$ cat config.mk
export PLATFORM = sky130hd
export DESIGN_NAME = hit_readout_top
export DESIGN_NICKNAME = d
export VERILOG_FILES = /design/src/logic/readout_pkg.sv /design/src/logic/generic_fifo.sv /design/src/logic/hit_framer.sv /design/src/logic/readout_regs.sv /design/src/logic/word_encoder.sv /design/src/logic/hit_readout_top.sv
export VERILOG_INCLUDE_DIRS = /design/src /design/src/logic
export SDC_FILE = /design/constraint.sdc
export NUM_CORES = 1
export LEC_CHECK = 0
export BUFFER_PORTS_ARGS = -buffer_cell sky130_fd_sc_hd__buf_2
export CORE_ASPECT_RATIO = 1.4
export CORE_MARGIN = 1
export CORE_UTILIZATION = 56
export DETAILED_ROUTE_END_ITERATION = 10
export MAX_ROUTING_LAYER = met4
export PLACE_DENSITY = 0.79
export SETUP_SLACK_MARGIN = 0.3
export SYNTH_ARGS = -nofsm -noshare
export SYNTH_HDL_FRONTEND = slang
export SYNTH_SLANG_ARGS = --single-unit
$ cat constraint.sdc
create_clock -name clk -period 4.5 [get_ports clk]
set_input_delay 0.225 -clock clk [delete_from_list [all_inputs] [get_ports clk]]
set_output_delay 0.225 -clock clk [all_outputs]
set_load 0.05 [all_outputs]
$ cat src/logic/readout_cfg.svh
////////////////////
// Hit readout configuration
// FIFO depths, timestamp width and register map
////////////////////

`ifndef READOUT_CFG_SVH
`define READOUT_CFG_SVH

// Buffer depths, usable capacity is one less
`define RO_HIT_DEPTH 16
`define RO_OUT_DEPTH 8

// Free-running hit timestamp
`define RO_TS_WIDTH 16

// Register map
`define RO_REG_AW 2
`define RO_ADDR_CTRL 0
`define RO_ADDR_STATUS 1
`define RO_ADDR_LOST 2

`endif

$ cat src/logic/readout_pkg.sv
////////////////////
// Hit readout types
// Hit, stored hit, readout word, control and status
////////////////////

`include "readout_cfg.svh"

package readout_pkg;

    // Front-end hit as delivered with the strobe
    typedef struct packed {
        logic [5:0] column;
        logic [8:0] row;
        logic [3:0] tot;
    } hit_in_t;

    // Hit with its arrival timestamp
    typedef struct packed {
        hit_in_t                  hit;
        logic [`RO_TS_WIDTH-1:0]  ts;
    } hit_word_t;

    // Readout word, header words use only tag and ts_byte
    typedef struct packed {
        logic       tag;
        logic [5:0] column;
        logic [8:0] row;
        logic [3:0] tot;
        logic [3:0] spare;
        logic [7:0] ts_byte;
    } ro_word_t;

    localparam logic TAG_DATA = 1'b0;
    localparam logic TAG_HEADER = 1'b1;

    typedef struct packed {
        logic enable;
        logic clear_lost;
    } ro_ctrl_t;

    typedef struct packed {
        logic [$clog2(`RO_HIT_DEPTH)-1:0] hit_size;
        logic [$clog2(`RO_OUT_DEPTH)-1:0] out_size;
        logic [15:0]                      lost;
    } ro_status_t;

endpackage

$ cat src/logic/generic_fifo.sv
////////////////////
// Generic FIFO
// Circular buffer with registered lookahead output,
// capacity of DEPTH-1 words and combinational fill level
////////////////////

`timescale 1ns/10ps

module generic_fifo #(
    parameter type T = logic [31:0],
    parameter int DEPTH = 8
) (
    input  logic                       clk,
    input  logic                       reset,
    input  logic                       write,
    input  logic                       read,
    input  T                           data_in,
    output logic                       full,
    output logic                       empty,
    output T                           data_out,
    output logic [$clog2(DEPTH)-1:0]   size
);

    localparam int PW = $clog2(DEPTH);

    T mem [DEPTH];

    logic [PW-1:0] rd_ptr;
    logic [PW-1:0] wr_ptr;
    logic [PW-1:0] rd_look;
    logic          rd_en;
    logic          wr_en;

    // Pointer advance with wrap at DEPTH
    function automatic logic [PW-1:0] ptr_inc(input logic [PW-1:0] p);
        if (p == PW'(DEPTH - 1)) begin
            return '0;
        end
        return p + 1'b1;
    endfunction

    assign rd_en = read && !empty;
    assign wr_en = write && !full;

    // Full one slot short of wrap
    assign full = (ptr_inc(wr_ptr) == rd_ptr);

    // Address of the word to present after this edge
    always_comb begin
        rd_look = rd_ptr;
        if (rd_en) begin
            rd_look = ptr_inc(rd_ptr);
        end
    end

    always_ff @(posedge clk) begin
        if (reset) begin
            rd_ptr <= '0;
        end else if (rd_en) begin
            rd_ptr <= ptr_inc(rd_ptr);
        end
    end

    always_ff @(posedge clk) begin
        if (reset) begin
            wr_ptr <= '0;
        end else if (wr_en) begin
            wr_ptr <= ptr_inc(wr_ptr);
        end
    end

    // Empty looks ahead when a read drains the last word
    always_ff @(posedge clk) begin
        if (reset) begin
            empty <= 1'b1;
        end else if (rd_en) begin
            empty <= (wr_ptr == rd_look);
        end else begin
            empty <= (wr_ptr == rd_ptr);
        end
    end

    always_ff @(posedge clk) begin
        if (wr_en) begin
            mem[wr_ptr] <= data_in;
        end
    end

    // Head word always presented
    always_ff @(posedge clk) begin
        data_out <= mem[rd_look];
    end

    always_comb begin
        if (wr_ptr >= rd_ptr) begin
            size = wr_ptr - rd_ptr;
        end else begin
            size = PW'(DEPTH - int'(rd_ptr) + int'(wr_ptr));
        end
    end

endmodule

$ cat src/logic/hit_framer.sv
////////////////////
// Hit framer
// Stamps incoming hits with a free-running timestamp,
// writes them to the hit FIFO and counts lost hits
////////////////////

`timescale 1ns/10ps

`include "readout_cfg.svh"

module hit_framer (
    input  logic                   clk,
    input  logic                   reset,
    input  logic                   hit,
    input  readout_pkg::hit_in_t   hit_data,
    input  readout_pkg::ro_ctrl_t  ctrl,
    input  logic                   fifo_full,
    output logic                   fifo_write,
    output readout_pkg::hit_word_t fifo_data,
    output logic [15:0]            lost_count
);

    logic [`RO_TS_WIDTH-1:0] ts;
    logic                    hit_lost;

    // Zero in the first cycle after reset
    always_ff @(posedge clk) begin
        if (reset) begin
            ts <= '0;
        end else begin
            ts <= ts + 1'b1;
        end
    end

    // Accepted in the cycle it arrives
    assign fifo_write = hit && ctrl.enable && !fifo_full;
    assign hit_lost = hit && ctrl.enable && fifo_full;

    always_comb begin
        fifo_data.hit = hit_data;
        fifo_data.ts = ts;
    end

    // Saturating loss counter, clear wins
    always_ff @(posedge clk) begin
        if (reset) begin
            lost_count <= '0;
        end else if (ctrl.clear_lost) begin
            lost_count <= '0;
        end else if (hit_lost && (lost_count != '1)) begin
            lost_count <= lost_count + 1'b1;
        end
    end

endmodule

$ cat src/logic/readout_regs.sv
////////////////////
// Readout registers
// Enable and lost-count clear, status and lost readback
////////////////////

`timescale 1ns/10ps

`include "readout_cfg.svh"

module readout_regs (
    input  logic                      clk,
    input  logic                      reset,
    input  logic                      reg_wr,
    input  logic [`RO_REG_AW-1:0]     reg_addr,
    input  logic [15:0]               reg_wdata,
    output logic [15:0]               reg_rdata,
    output readout_pkg::ro_ctrl_t     ctrl,
    input  readout_pkg::ro_status_t   status
);

    localparam logic [`RO_REG_AW-1:0] ADDR_CTRL = `RO_REG_AW'(`RO_ADDR_CTRL);
    localparam logic [`RO_REG_AW-1:0] ADDR_STATUS = `RO_REG_AW'(`RO_ADDR_STATUS);
    localparam logic [`RO_REG_AW-1:0] ADDR_LOST = `RO_REG_AW'(`RO_ADDR_LOST);

    logic ctrl_wr;

    assign ctrl_wr = reg_wr && (reg_addr == ADDR_CTRL);

    always_ff @(posedge clk) begin
        if (reset) begin
            ctrl.enable <= 1'b0;
        end else if (ctrl_wr) begin
            ctrl.enable <= reg_wdata[0];
        end
    end

    // Clear command, one cycle wide
    always_ff @(posedge clk) begin
        if (reset) begin
            ctrl.clear_lost <= 1'b0;
        end else begin
            ctrl.clear_lost <= ctrl_wr && reg_wdata[1];
        end
    end

    // Readback one cycle after the address
    always_ff @(posedge clk) begin
        case (reg_addr)
            ADDR_CTRL: begin
                reg_rdata <= {15'd0, ctrl.enable};
            end
            ADDR_STATUS: begin
                reg_rdata <= 16'({status.out_size, status.hit_size});
            end
            ADDR_LOST: begin
                reg_rdata <= status.lost;
            end
            default: begin
                reg_rdata <= '0;
            end
        endcase
    end

endmodule

$ cat src/logic/word_encoder.sv
////////////////////
// Word encoder
// Turns stored hits into readout words, with a header
// ahead of each change of the timestamp high byte
////////////////////

`timescale 1ns/10ps

`include "readout_cfg.svh"

module word_encoder (
    input  logic                   clk,
    input  logic                   reset,
    input  logic                   hit_empty,
    input  readout_pkg::hit_word_t hit_word,
    output logic                   hit_read,
    input  logic                   out_full,
    output logic                   out_write,
    output readout_pkg::ro_word_t  out_word
);

    import readout_pkg::*;

    logic [7:0] last_hi;
    logic       hdr_sent;
    logic [7:0] ts_hi;
    logic [7:0] ts_lo;
    logic       header_due;

    assign ts_hi = hit_word.ts[`RO_TS_WIDTH-1 -: 8];
    assign ts_lo = hit_word.ts[7:0];

    assign header_due = !hdr_sent || (ts_hi != last_hi);

    // One word per cycle while a hit waits and space is left
    assign out_write = !hit_empty && !out_full;
    // Hit consumed only with its data word
    assign hit_read = out_write && !header_due;

    always_comb begin
        out_word = '0;
        if (header_due) begin
            out_word.tag = TAG_HEADER;
            out_word.ts_byte = ts_hi;
        end else begin
            out_word.tag = TAG_DATA;
            out_word.column = hit_word.hit.column;
            out_word.row = hit_word.hit.row;
            out_word.tot = hit_word.hit.tot;
            out_word.ts_byte = ts_lo;
        end
    end

    always_ff @(posedge clk) begin
        if (reset) begin
            hdr_sent <= 1'b0;
            last_hi <= '0;
        end else if (out_write && header_due) begin
            hdr_sent <= 1'b1;
            last_hi <= ts_hi;
        end
    end

endmodule

$ cat src/logic/hit_readout_top.sv
////////////////////
// Hit readout buffer
// Framer, hit FIFO, word encoder, output FIFO and
// register block
////////////////////

`timescale 1ns/10ps

`include "readout_cfg.svh"

module hit_readout_top (
    input  logic                  clk,
    input  logic                  reset,
    input  logic                  hit,
    input  readout_pkg::hit_in_t  hit_data,
    input  logic                  reg_wr,
    input  logic [`RO_REG_AW-1:0] reg_addr,
    input  logic [15:0]           reg_wdata,
    output logic [15:0]           reg_rdata,
    input  logic                  out_read,
    output readout_pkg::ro_word_t out_data,
    output logic                  out_empty
);

    import readout_pkg::*;

    ro_ctrl_t   ctrl;
    ro_status_t status;
    logic [15:0] lost_count;

    // Hit FIFO side
    logic       hit_fifo_write;
    hit_word_t  hit_fifo_in;
    logic       hit_fifo_full;
    logic       hit_fifo_empty;
    logic       hit_fifo_read;
    hit_word_t  hit_fifo_out;
    logic [$clog2(`RO_HIT_DEPTH)-1:0] hit_fifo_size;

    // Output FIFO side
    logic       out_fifo_write;
    ro_word_t   out_fifo_in;
    logic       out_fifo_full;
    logic [$clog2(`RO_OUT_DEPTH)-1:0] out_fifo_size;

    assign status = '{hit_size: hit_fifo_size, out_size: out_fifo_size, lost: lost_count};

    hit_framer framer (
        .clk(clk), .reset(reset), .hit(hit), .hit_data(hit_data), .ctrl(ctrl),
        .fifo_full(hit_fifo_full), .fifo_write(hit_fifo_write),
        .fifo_data(hit_fifo_in), .lost_count(lost_count)
    );

    readout_regs regs (
        .clk(clk), .reset(reset), .reg_wr(reg_wr), .reg_addr(reg_addr),
        .reg_wdata(reg_wdata), .reg_rdata(reg_rdata), .ctrl(ctrl), .status(status)
    );

    generic_fifo #(.T(hit_word_t), .DEPTH(`RO_HIT_DEPTH)) hit_fifo (
        .clk(clk), .reset(reset), .write(hit_fifo_write), .read(hit_fifo_read),
        .data_in(hit_fifo_in), .full(hit_fifo_full), .empty(hit_fifo_empty),
        .data_out(hit_fifo_out), .size(hit_fifo_size)
    );

    word_encoder encoder (
        .clk(clk), .reset(reset), .hit_empty(hit_fifo_empty), .hit_word(hit_fifo_out),
        .hit_read(hit_fifo_read), .out_full(out_fifo_full),
        .out_write(out_fifo_write), .out_word(out_fifo_in)
    );

    generic_fifo #(.T(ro_word_t), .DEPTH(`RO_OUT_DEPTH)) out_fifo (
        .clk(clk), .reset(reset), .write(out_fifo_write), .read(out_read),
        .data_in(out_fifo_in), .full(out_fifo_full), .empty(out_empty),
        .data_out(out_data), .size(out_fifo_size)
    );

endmodule

==> results of run 1 <==
-- worst max-delay path, cell delays in order, from the launching register on --
cell and delay [ps]:
sky130_fd_sc_hd__dfxtp_1 740, sky130_fd_sc_hd__ha_1 270, sky130_fd_sc_hd__ha_1 250, sky130_fd_sc_hd__xor2_1 190
sky130_fd_sc_hd__nor4_1 530, sky130_fd_sc_hd__or4_4 300, sky130_fd_sc_hd__o21a_4 330, sky130_fd_sc_hd__buf_12 380
sky130_fd_sc_hd__mux2_2 400, sky130_fd_sc_hd__o211ai_1 230, sky130_fd_sc_hd__nand4_1 140
-- cells by family (layout without fill, tap and decap cells) --
family                     Yosys count  in the layout  synth area share [%]
DFF                                922            922                  71.4
buffers and inverters              351            462                  3.76
AOI/OAI and AO/OA                  504            504                  10.0
adders and majority gates           18             18                 0.652
other                                1              5                0.0102
and+or+nand+nor                    646            646                  8.12
xor gates and xnor gates            50             50                  1.19
muxes                              161            161                  4.87
-- cell type report --
type,count,area (sq um)
Tap cell,840,1050
Inverter,159,597
Clock inverter,40,544
Clock buffer,107,2140
Timing Repair Buffer,156,1410
Multi-Input combinational cell,1383,9440
Fill cell,4321,23200
Antenna cell,1,2.50
Sequential cell,922,26300
-- path summary, 6_finish.rpt --
check                                                     end  slack (ps)  cells past startpoint
worst max-delay path            hit_fifo.data_out[23]$_DFF_P_         530                     10
worst min-delay path                regs.reg_rdata[1]$_DFF_P_          90                      3
worst max register to register  hit_fifo.data_out[23]$_DFF_P_         530                     10
worst min register to register     regs.reg_rdata[15]$_DFF_P_         510                      1
-- power breakdown --
group	switching (mW)	internal, mW
registers	0.0273	9.22
logic	0.204	0.0814
clock network	2.99	4.02
total	3.22	13.3
-- per-stage QoR --
step | area, sq um | worst slack, ps
floorplan | 36900 | -455
global placement | 38500 | 798
detailed placement | 38500 | 629
CTS | 41500 | 563
global route | 41500 | 365
finish | 41500 | 532
-- layout by cell type (no fill, tap or decap), drive strengths merged, types with 4 or more instances in the layout --
cell type and n:
a21oi 14, xor2 18, o211ai 421, dfxtp 138, bufinv 11, clkinvlp 5
mux2 148, ha 16, or3 5, conb 4, mux2i 13, edfxtp 784
dlygate4sd3 26, nor4 9, nand3 156, inv 161, and2 33, nand2b 6
xnor2 32, and4 5, clkbuf 107, o21ai 39, nand2 282, clkinv 22
nand4 42, buf 130, nor2 72, nor3 20
-- sequential cells by signal, summed over array words and instances (netlist names) --
register	flops
hit_fifo.mem	560
out_fifo.mem	224
hit_fifo.data_out	35
out_fifo.data_out	28
framer.lost_count	16
framer.ts	16
regs.reg_rdata	16
encoder.last_hi	8
hit_fifo.rd_ptr	4
hit_fifo.wr_ptr	4
out_fifo.rd_ptr	3
out_fifo.wr_ptr	3
regs.ctrl	2
encoder.hdr_sent	1
hit_fifo.empty	1
out_fifo.empty	1
-- metal layers --
layer,up-vias,GRT usage (%)
li1,10100,-
met1,11100,30.1
met2,1017,45.6
met3,231,3.46
met4,0,10.3
met5,-,-
==> impl_metrics.yaml, run 1 <==
run_status:
  run_status: "complete, no violations"
detailed_routing:
  met2WireLength_microns: 44100
  wl_per_cell_microns: 23.2
  dr_total_vias: 22400
  wl_met1_microns: 30500
  detailedRoute.firstPassIterationCount: 5
  vias_per_cell: 6.21
  postRouteAntennaNets: 0
  detailedRoute.firstIterationViolations: 2200
  drc: 0
  top_routing_layer_in_use: "met4"
  routed_wirelength_microns: 83600
  routed-wl-met3_microns: 5960
logic_synthesis:
  postSynthCellCount: 2653
  top_cells_by_area_synth: "sky130_fd_sc_hd__edfxtp_1, sky130_fd_sc_hd__o211ai_1, sky130_fd_sc_hd__dfxtp_1"
  netlist-cell-type-count: 58
  cell_types_with_the_highest_counts_after_synthesis: "sky130_fd_sc_hd__edfxtp_1, sky130_fd_sc_hd__o211ai_1, sky130_fd_sc_hd__nand2_1"
  synth_most_common_cell: "sky130_fd_sc_hd__edfxtp_1"
  synth_area_sq_um: 36900
  ys_dominant_reg_cell: "sky130_fd_sc_hd__edfxtp_1"
  synth.largest_area_cell: "sky130_fd_sc_hd__edfxtp_1"
  ys_async_sr_fraction_pct: 0
  yosysTopAreaCellShare_pct: 63.9
  avgSynthCellArea_sq_um: 13.9
  ys_warn_count: 0
  synth_sequential_area_ratio_pct: 71.4
  synth_seq_cells: 922
  synth_edf_count: 784
sta:
  post-route-min-period_ps: 3970
  final.period_utilization_pct: 88.2
  slew_headroom_pct: 28.2
  worst-slew-pin-transition_ps: 1050
  max_freq_mhz: 252
  final.hold.worst_slack_ps: 89.7
  timing_max_transition_violations_final: 0
  grt_setup_unrepaired: "false"
  worst_clock_skew_ps: 26.9
  setup-tns-final_ps: 0
  finalHoldViolations: 0
  setup_viol: 0
clock_tree:
  cts_buffer_depth: 3
  cts-resized-gates: 0
  cts-root-buf: "sky130_fd_sc_hd__clkbuf_16"
  cts_setup_buffers: 0
  numCtsBuffers: 79
  clock_transition_time_at_the_flip_flop_clock_pins_of_the_worst_setup_and_hold_paths_ps: 60
  cts_tree: "yes"
  numClockSinks: 922
  htreeDepth: 3
  clock_insertion_delay_worst_skew_ps: 630
  hold_buffers: 26
die:
  design.die.area_sq_um: 66900
  io_pins: 91
  dieHeight_microns: 306
  row_count: 110
  dieWidth_microns: 219
  core_sq_um: 64700
  initial_core_util_pct: 57.0
pwr:
  p_leak_nw: 14.3
  power.density_cell_area_nw_per_um2: 399
  power.total_mw: 16.5
  ir_worst_vdd_mv: 0.321
setup_path:
  crit_required_ps: 4980
  worstSetupStartpointType: "register"
  cp_max_fo: 77
  path_class: "register to register"
  timing.critical_path.arrival_ps: 4450
  worstSetupStartpoint: "out_fifo.wr_ptr[1]$_SDFFE_PP0P_"
  crit_reg_reg_startpoint: "out_fifo.wr_ptr[1]$_SDFFE_PP0P_"
  timing.critical_path.to_type: "register"
global_route:
  number_of_global_route_vias_before_repair: 22800
  grt_max_degree: 142
  initial_antenna_violation_count: 3
  grt_pass1_wl_microns: 128000
  grt_usage_pct: 26.0
  grt.overflow.total: 0
hold_path:
  hold_path.class: "input pin to register"
  worstHoldStart: "reg_addr[1]"
placement:
  place_congestion: 0.821
  port_buffers: 72
  post-place-cells: 3434
  hpwlAfterDp_microns: 42500
finish:
  layout-area-overhead-vs-synth_pct: 12.5
  final_core_util_pct: 64.1
  layout.cells.non_filler: 3608
  layout.nets: 2761
  ratio_of_cells_with_drive_above_1_in_the_final_layout_pct: 16.0
run:
  cap_viol_max_count: 0
(Power assumes the default switching activity.)
==> run 2, diff against run 1 <==
PLACE_DENSITY = unset   (was 0.79)
PLACE_DENSITY_LB_ADDON = 0.15   (was unset)
==> impl_metrics.yaml, run 2 (synthesis gave the netlist of run 1 again) <==
run_status:
  run_status: "complete, no violations"
global_route:
  grt_max_degree: 141
  grt.overflow.total: 0
  grt_pass1_wl_microns: 131000
  initial_antenna_violation_count: 3
  grt_usage_pct: 26.8
  number_of_global_route_vias_before_repair: 22200
setup_path:
  timing.critical_path.arrival_ps: 4390
  cp_max_fo: 50
  crit_required_ps: 5000
  worstSetupStartpointType: "register"
  crit_path_frequent_cell: "sky130_fd_sc_hd__ha_1"
  path_class: "register to register"
  crit_path_cell_trace: "ha_1 -> ha_1 -> xor2_1 -> nor4_1 -> or4_4 -> o21a_4 -> buf_12 -> buf_4 -> mux2_2 -> o211ai_1 -> nand4_1"
  timing.critical_path.to_type: "register"
  slowest_stage: "sky130_fd_sc_hd__dfxtp_1"
  critical-path-max-stage-delay_ps: 680
finish:
  ratio_of_cells_with_drive_above_1_in_the_final_layout_pct: 16.1
  layout.cells.most_common_list: "sky130_fd_sc_hd__edfxtp_1, sky130_fd_sc_hd__o211ai_1, sky130_fd_sc_hd__nand2_1, sky130_fd_sc_hd__inv_1, sky130_fd_sc_hd__nand3_1"
  final_core_util_pct: 64.3
  top_flop_regs: "hit_fifo.mem: 560 flops, out_fifo.mem: 224 flops, hit_fifo.data_out: 35 flops"
  largest_register: "hit_fifo.mem"
  largest_register_ffs: 560
  filler_instances: 4683
  layout.cells.non_filler: 3620
  layout.nets: 2769
  layout_commonest_cell: "sky130_fd_sc_hd__edfxtp_1"
  post-route-cell-area_sq_um: 41600
  layout-area-overhead-vs-synth_pct: 12.8
detailed_routing:
  detailedRoute.firstPassIterationCount: 5
  wl_per_cell_microns: 23.6
  detailedRoute.firstIterationViolations: 1902
  routed_wirelength_microns: 85400
  dr_total_vias: 22200
  vias_per_cell: 6.14
  postRouteAntennaNets: 0
  drc: 0
clock_tree:
  numCtsBuffers: 82
  cts-root-buf: "sky130_fd_sc_hd__clkbuf_16"
  cts-resized-gates: 0
  htreeDepth: 3
  hold_buffers: 26
  cts_setup_buffers: 0
  clock_transition_time_at_the_flip_flop_clock_pins_of_the_worst_setup_and_hold_paths_ps: 70
  clock_insertion_delay_worst_skew_ps: 650
  cts_tree: "yes"
  numClockSinks: 922
  cts_buffer_depth: 3
sta:
  worst_clock_skew_ps: 22.8
  slew_headroom_pct: 25.3
  setup_viol: 0
  worst-slew-pin-transition_ps: 1120
  grt_setup_unrepaired: "false"
  final.period_utilization_pct: 86.4
  setup-tns-final_ps: 0
  max_freq_mhz: 257
  post-route-min-period_ps: 3890
  finalHoldViolations: 0
  timing_max_transition_violations_final: 0
pwr:
  power.density_cell_area_nw_per_um2: 399
  power.total_mw: 16.6
  ir_worst_vdd_mv: 0.313
  p_leak_nw: 14.4
die:
  dieWidth_microns: 219
  dieHeight_microns: 306
  row_count: 110
  design.die.area_sq_um: 66900
  core_sq_um: 64700
  initial_core_util_pct: 57.0
  io_pins: 91
placement:
  hpwlAfterDp_microns: 44900
  port_buffers: 72
  post_dp_cell_area_sq_um: 38600
  place_congestion: 0.800
  post-place-cells: 3439
hold_path:
  hold_path.class: "input pin to register"
run:
  cap_viol_max_count: 0
## run 2: path summary, 6_finish.rpt
path	startpoint	endpoint	slack, ps	cells after the start
setup / recovery	out_fifo.wr_ptr[0]$_SDFFE_PP0P_	hit_fifo.data_out[16]$_DFF_P_	610	11
hold / removal	reg_addr[1]	regs.reg_rdata[6]$_DFF_P_	50	3
setup reg to reg	out_fifo.wr_ptr[0]$_SDFFE_PP0P_	hit_fifo.data_out[16]$_DFF_P_	610	11
hold reg to reg	framer.lost_count[13]$_SDFFE_PP0P_	regs.reg_rdata[13]$_DFF_P_	510	1
## run 2: layout make-up
cell class / count / area [sq um] / area share, %
repair buffers: 161 / 1460 / 3.50
inverters: 159 / 597 / 1.44
diodes: 3 / 7.51 / 0.0181
well taps: 840 / 1050 / 2.53
clock buffers: 113 / 2340 / 5.63
multi-input cells: 1383 / 9450 / 22.7
flip-flops and latches: 922 / 26300 / 63.3
clock inverters: 39 / 382 / 0.918
## run 2: stage by stage
| stage | setup WS, ps | hold WS, ps |
|---|---|---|
| CTS | 631 | 6.83 |
| finish | 610 | 50.0 |
| floorplan | -455 | 319 |
| global placement | 730 | 470 |
| detailed placement | 655 | 479 |
| global route | 338 | 45.0 |
## run 2: worst max-delay path: cells and delay by family (launching register included)
family,cells,cell delay [ps]
flops,1,680
xor+xnor,1,190
fa+ha+maj,2,500
buf+inv,2,570
simple gates,3,910
compound gates,2,490
mux,1,360
## run 2: report_power, final
part           total, mW  switching (mW)  internal, mW
Clock               7.06            3.04          4.01
Sequential          9.25          0.0273          9.22
Combinational      0.286           0.204        0.0819
## run 2: metal layers
layer  track usage [%]  share of wire, %  vias to the layer above
met5                 -                 0                        -
met4              9.33               2.7                        0
met3              3.11               5.6                      160
met2              46.0                52                      761
met1              32.7                39                    11200
li1                  -                 -                    10100
==> run 3, diff against run 2 <==
CELL_PAD_IN_SITES_DETAIL_PLACEMENT = 0   (was unset)
CELL_PAD_IN_SITES_GLOBAL_PLACEMENT = 1   (was unset)
CORE_ASPECT_RATIO = 1.75   (was 1.4)
CORE_MARGIN = unset   (was 1)
CORE_UTILIZATION = 47   (was 56)
==> impl_metrics.yaml, run 3 (synthesis gave the netlist of run 1 again) <==
detailed_routing:
  drc: 0
  routed_wirelength_microns: 88600
  dr_total_vias: 22000
  detailedRoute.firstPassIterationCount: 5
  postRouteAntennaNets: 0
  detailedRoute.firstIterationViolations: 1483
  wl_per_cell_microns: 23.3
  vias_per_cell: 5.77
sta:
  setup_viol: 0
  post-route-min-period_ps: 3910
  grt_setup_unrepaired: "false"
  worst-slew-pin-transition_ps: 1010
  final.period_utilization_pct: 86.9
  post-route-worst-setup-slack_ps: 591
  final.hold.worst_slack_ps: 205
  max_freq_mhz: 256
  worst_clock_skew_ps: 25.1
  finalHoldViolations: 0
  timing_max_transition_violations_final: 0
  slew_headroom_pct: 32.4
setup_path:
  cp_max_fo: 37
  slowest_stage: "sky130_fd_sc_hd__dfxtp_1"
  critical-path-max-stage-delay_ps: 730
  crit_buf_inv: 2
  crit_required_ps: 5010
  timing.critical_path.arrival_ps: 4420
  worstSetupStartpointType: "register"
  path_class: "register to register"
  cpLargestDelayFamily: "simple AND/OR/NAND/NOR gates"
  crit_path_frequent_cell: "sky130_fd_sc_hd__ha_1"
  crit_path_cell_trace: "ha_1 -> ha_1 -> xor2_1 -> nor4_1 -> or4_4 -> o21a_4 -> buf_12 -> buf_4 -> mux2_2 -> o211ai_1 -> nand4_1"
  timing.critical_path.to_type: "register"
global_route:
  initial_antenna_violation_count: 1
  grt_max_degree: 142
  grt_pass1_wl_microns: 134000
  grt_usage_pct: 23.6
  number_of_global_route_vias_before_repair: 22400
  grt.overflow.total: 0
die:
  io_pins: 91
  row_count: 135
  dieWidth_microns: 214
  core_sq_um: 77500
  dieHeight_microns: 372
  design.die.area_sq_um: 79600
  initial_core_util_pct: 47.5
pwr:
  internal-power_mw: 13.5
  power.share.clock_pct: 43.2
  power_frac_seq_pct: 55.1
  power_frac_comb_pct: 1.7
  power.total_mw: 16.8
  swShare_pct: 19.6
  ir_worst_vdd_mv: 0.255
  power_switching_mw: 3.28
  p_leak_nw: 14.4
  power.density_cell_area_nw_per_um2: 400
finish:
  final_core_util_pct: 54.1
  layout.cells.most_common_list: "sky130_fd_sc_hd__edfxtp_1, sky130_fd_sc_hd__o211ai_1, sky130_fd_sc_hd__nand2_1, sky130_fd_sc_hd__inv_1, sky130_fd_sc_hd__nand3_1"
  layout_commonest_cell: "sky130_fd_sc_hd__edfxtp_1"
  filler_instances: 6312
  top_flop_regs: "hit_fifo.mem: 560 flops, out_fifo.mem: 224 flops, hit_fifo.data_out: 35 flops"
  post-route-cell-area_sq_um: 42000
  ratio_of_cells_with_drive_above_1_in_the_final_layout_pct: 16.4
  largest_register: "hit_fifo.mem"
  largest_register_ffs: 560
  layout-area-overhead-vs-synth_pct: 13.9
  layout.nets: 2775
hold_path:
  hold_path.class: "input pin to register"
clock_tree:
  cts-root-buf: "sky130_fd_sc_hd__clkbuf_16"
  cts_tree: "yes"
  clock_insertion_delay_worst_skew_ps: 660
  numCtsBuffers: 81
  cts_buffer_depth: 3
  clock_transition_time_at_the_flip_flop_clock_pins_of_the_worst_setup_and_hold_paths_ps: 60
  htreeDepth: 3
  cts_setup_buffers: 0
  cts-resized-gates: 0
  numClockSinks: 922
placement:
  place_congestion: 0.769
  post_dp_cell_area_sq_um: 38900
  port_buffers: 72
  pre_cts_slack_ps: 634
  hpwlAfterDp_microns: 45800
run_status:
  run_status: "complete, no violations"
run:
  cap_viol_max_count: 0
run 3: area by class of cell:
| cell class | count | area, sq um | share of cell area (%) |
|---|---|---|---|
| Inverter | 159 | 597 | 1.42 |
| Clock buffer | 109 | 2310 | 5.50 |
| Multi-Input combinational cell | 1383 | 9450 | 22.5 |
| Tap cell | 1027 | 1280 | 3.06 |
| Clock inverter | 41 | 474 | 1.13 |
| Sequential cell | 922 | 26300 | 62.7 |
| Antenna cell | 1 | 2.50 | 0.00596 |
| Timing Repair Buffer | 168 | 1560 | 3.72 |
run 3: metrics by stage:
stage	TNS, ps	instances
2_1_floorplan	-55040	2656
6_report	0	3810
5_1_grt	0	3809
3_3_place_gp	0	3632
3_5_place_dp	0	3632
4_1_cts	0	3809
run 3: path summary, 6_finish.rpt:
check / depth (start not counted) / slack (ps) / startpoint / end
setup / recovery: 11 / 590 / out_fifo.wr_ptr[0]$_SDFFE_PP0P_ / hit_fifo.data_out[19]$_DFF_P_
setup reg to reg: 11 / 590 / out_fifo.wr_ptr[0]$_SDFFE_PP0P_ / hit_fifo.data_out[19]$_DFF_P_
hold / removal: 2 / 200 / reset / hit_fifo.wr_ptr[0]$_SDFFE_PP0P_
hold reg to reg: 2 / 500 / encoder.hdr_sent$_SDFFE_PP0P_ / encoder.hdr_sent$_SDFFE_PP0P_
run 3: metal layers:
| metal | global-route usage (%) | up-vias | share of wire [%] |
|---|---|---|---|
| li1 | - | 10100 | - |
| met1 | 27.0 | 11100 | 39 |
| met2 | 42.1 | 585 | 53 |
| met3 | 2.66 | 182 | 4.4 |
| met4 | 9.02 | 0 | 3.3 |
| met5 | - | - | 0 |
run 3: power groups by stage:
| stage | logic [mW] | registers (mW) | clock network [mW] |
|---|---|---|---|
| floorplan | 0.117 | 9.48 | 0 |
| global placement | 0.265 | 9.43 | 0 |
| detailed placement | 0.271 | 9.44 | 0 |
| CTS | 0.290 | 9.25 | 7.40 |
| global route | 0.314 | 9.25 | 7.68 |
| finish | 0.285 | 9.25 | 7.25 |
run 3: what timing repair did:
item,4_1_cts,5_1_grt
endpoints found under the setup margin,0,0
hold buffers,27,0
hold endpoints to repair,313,0
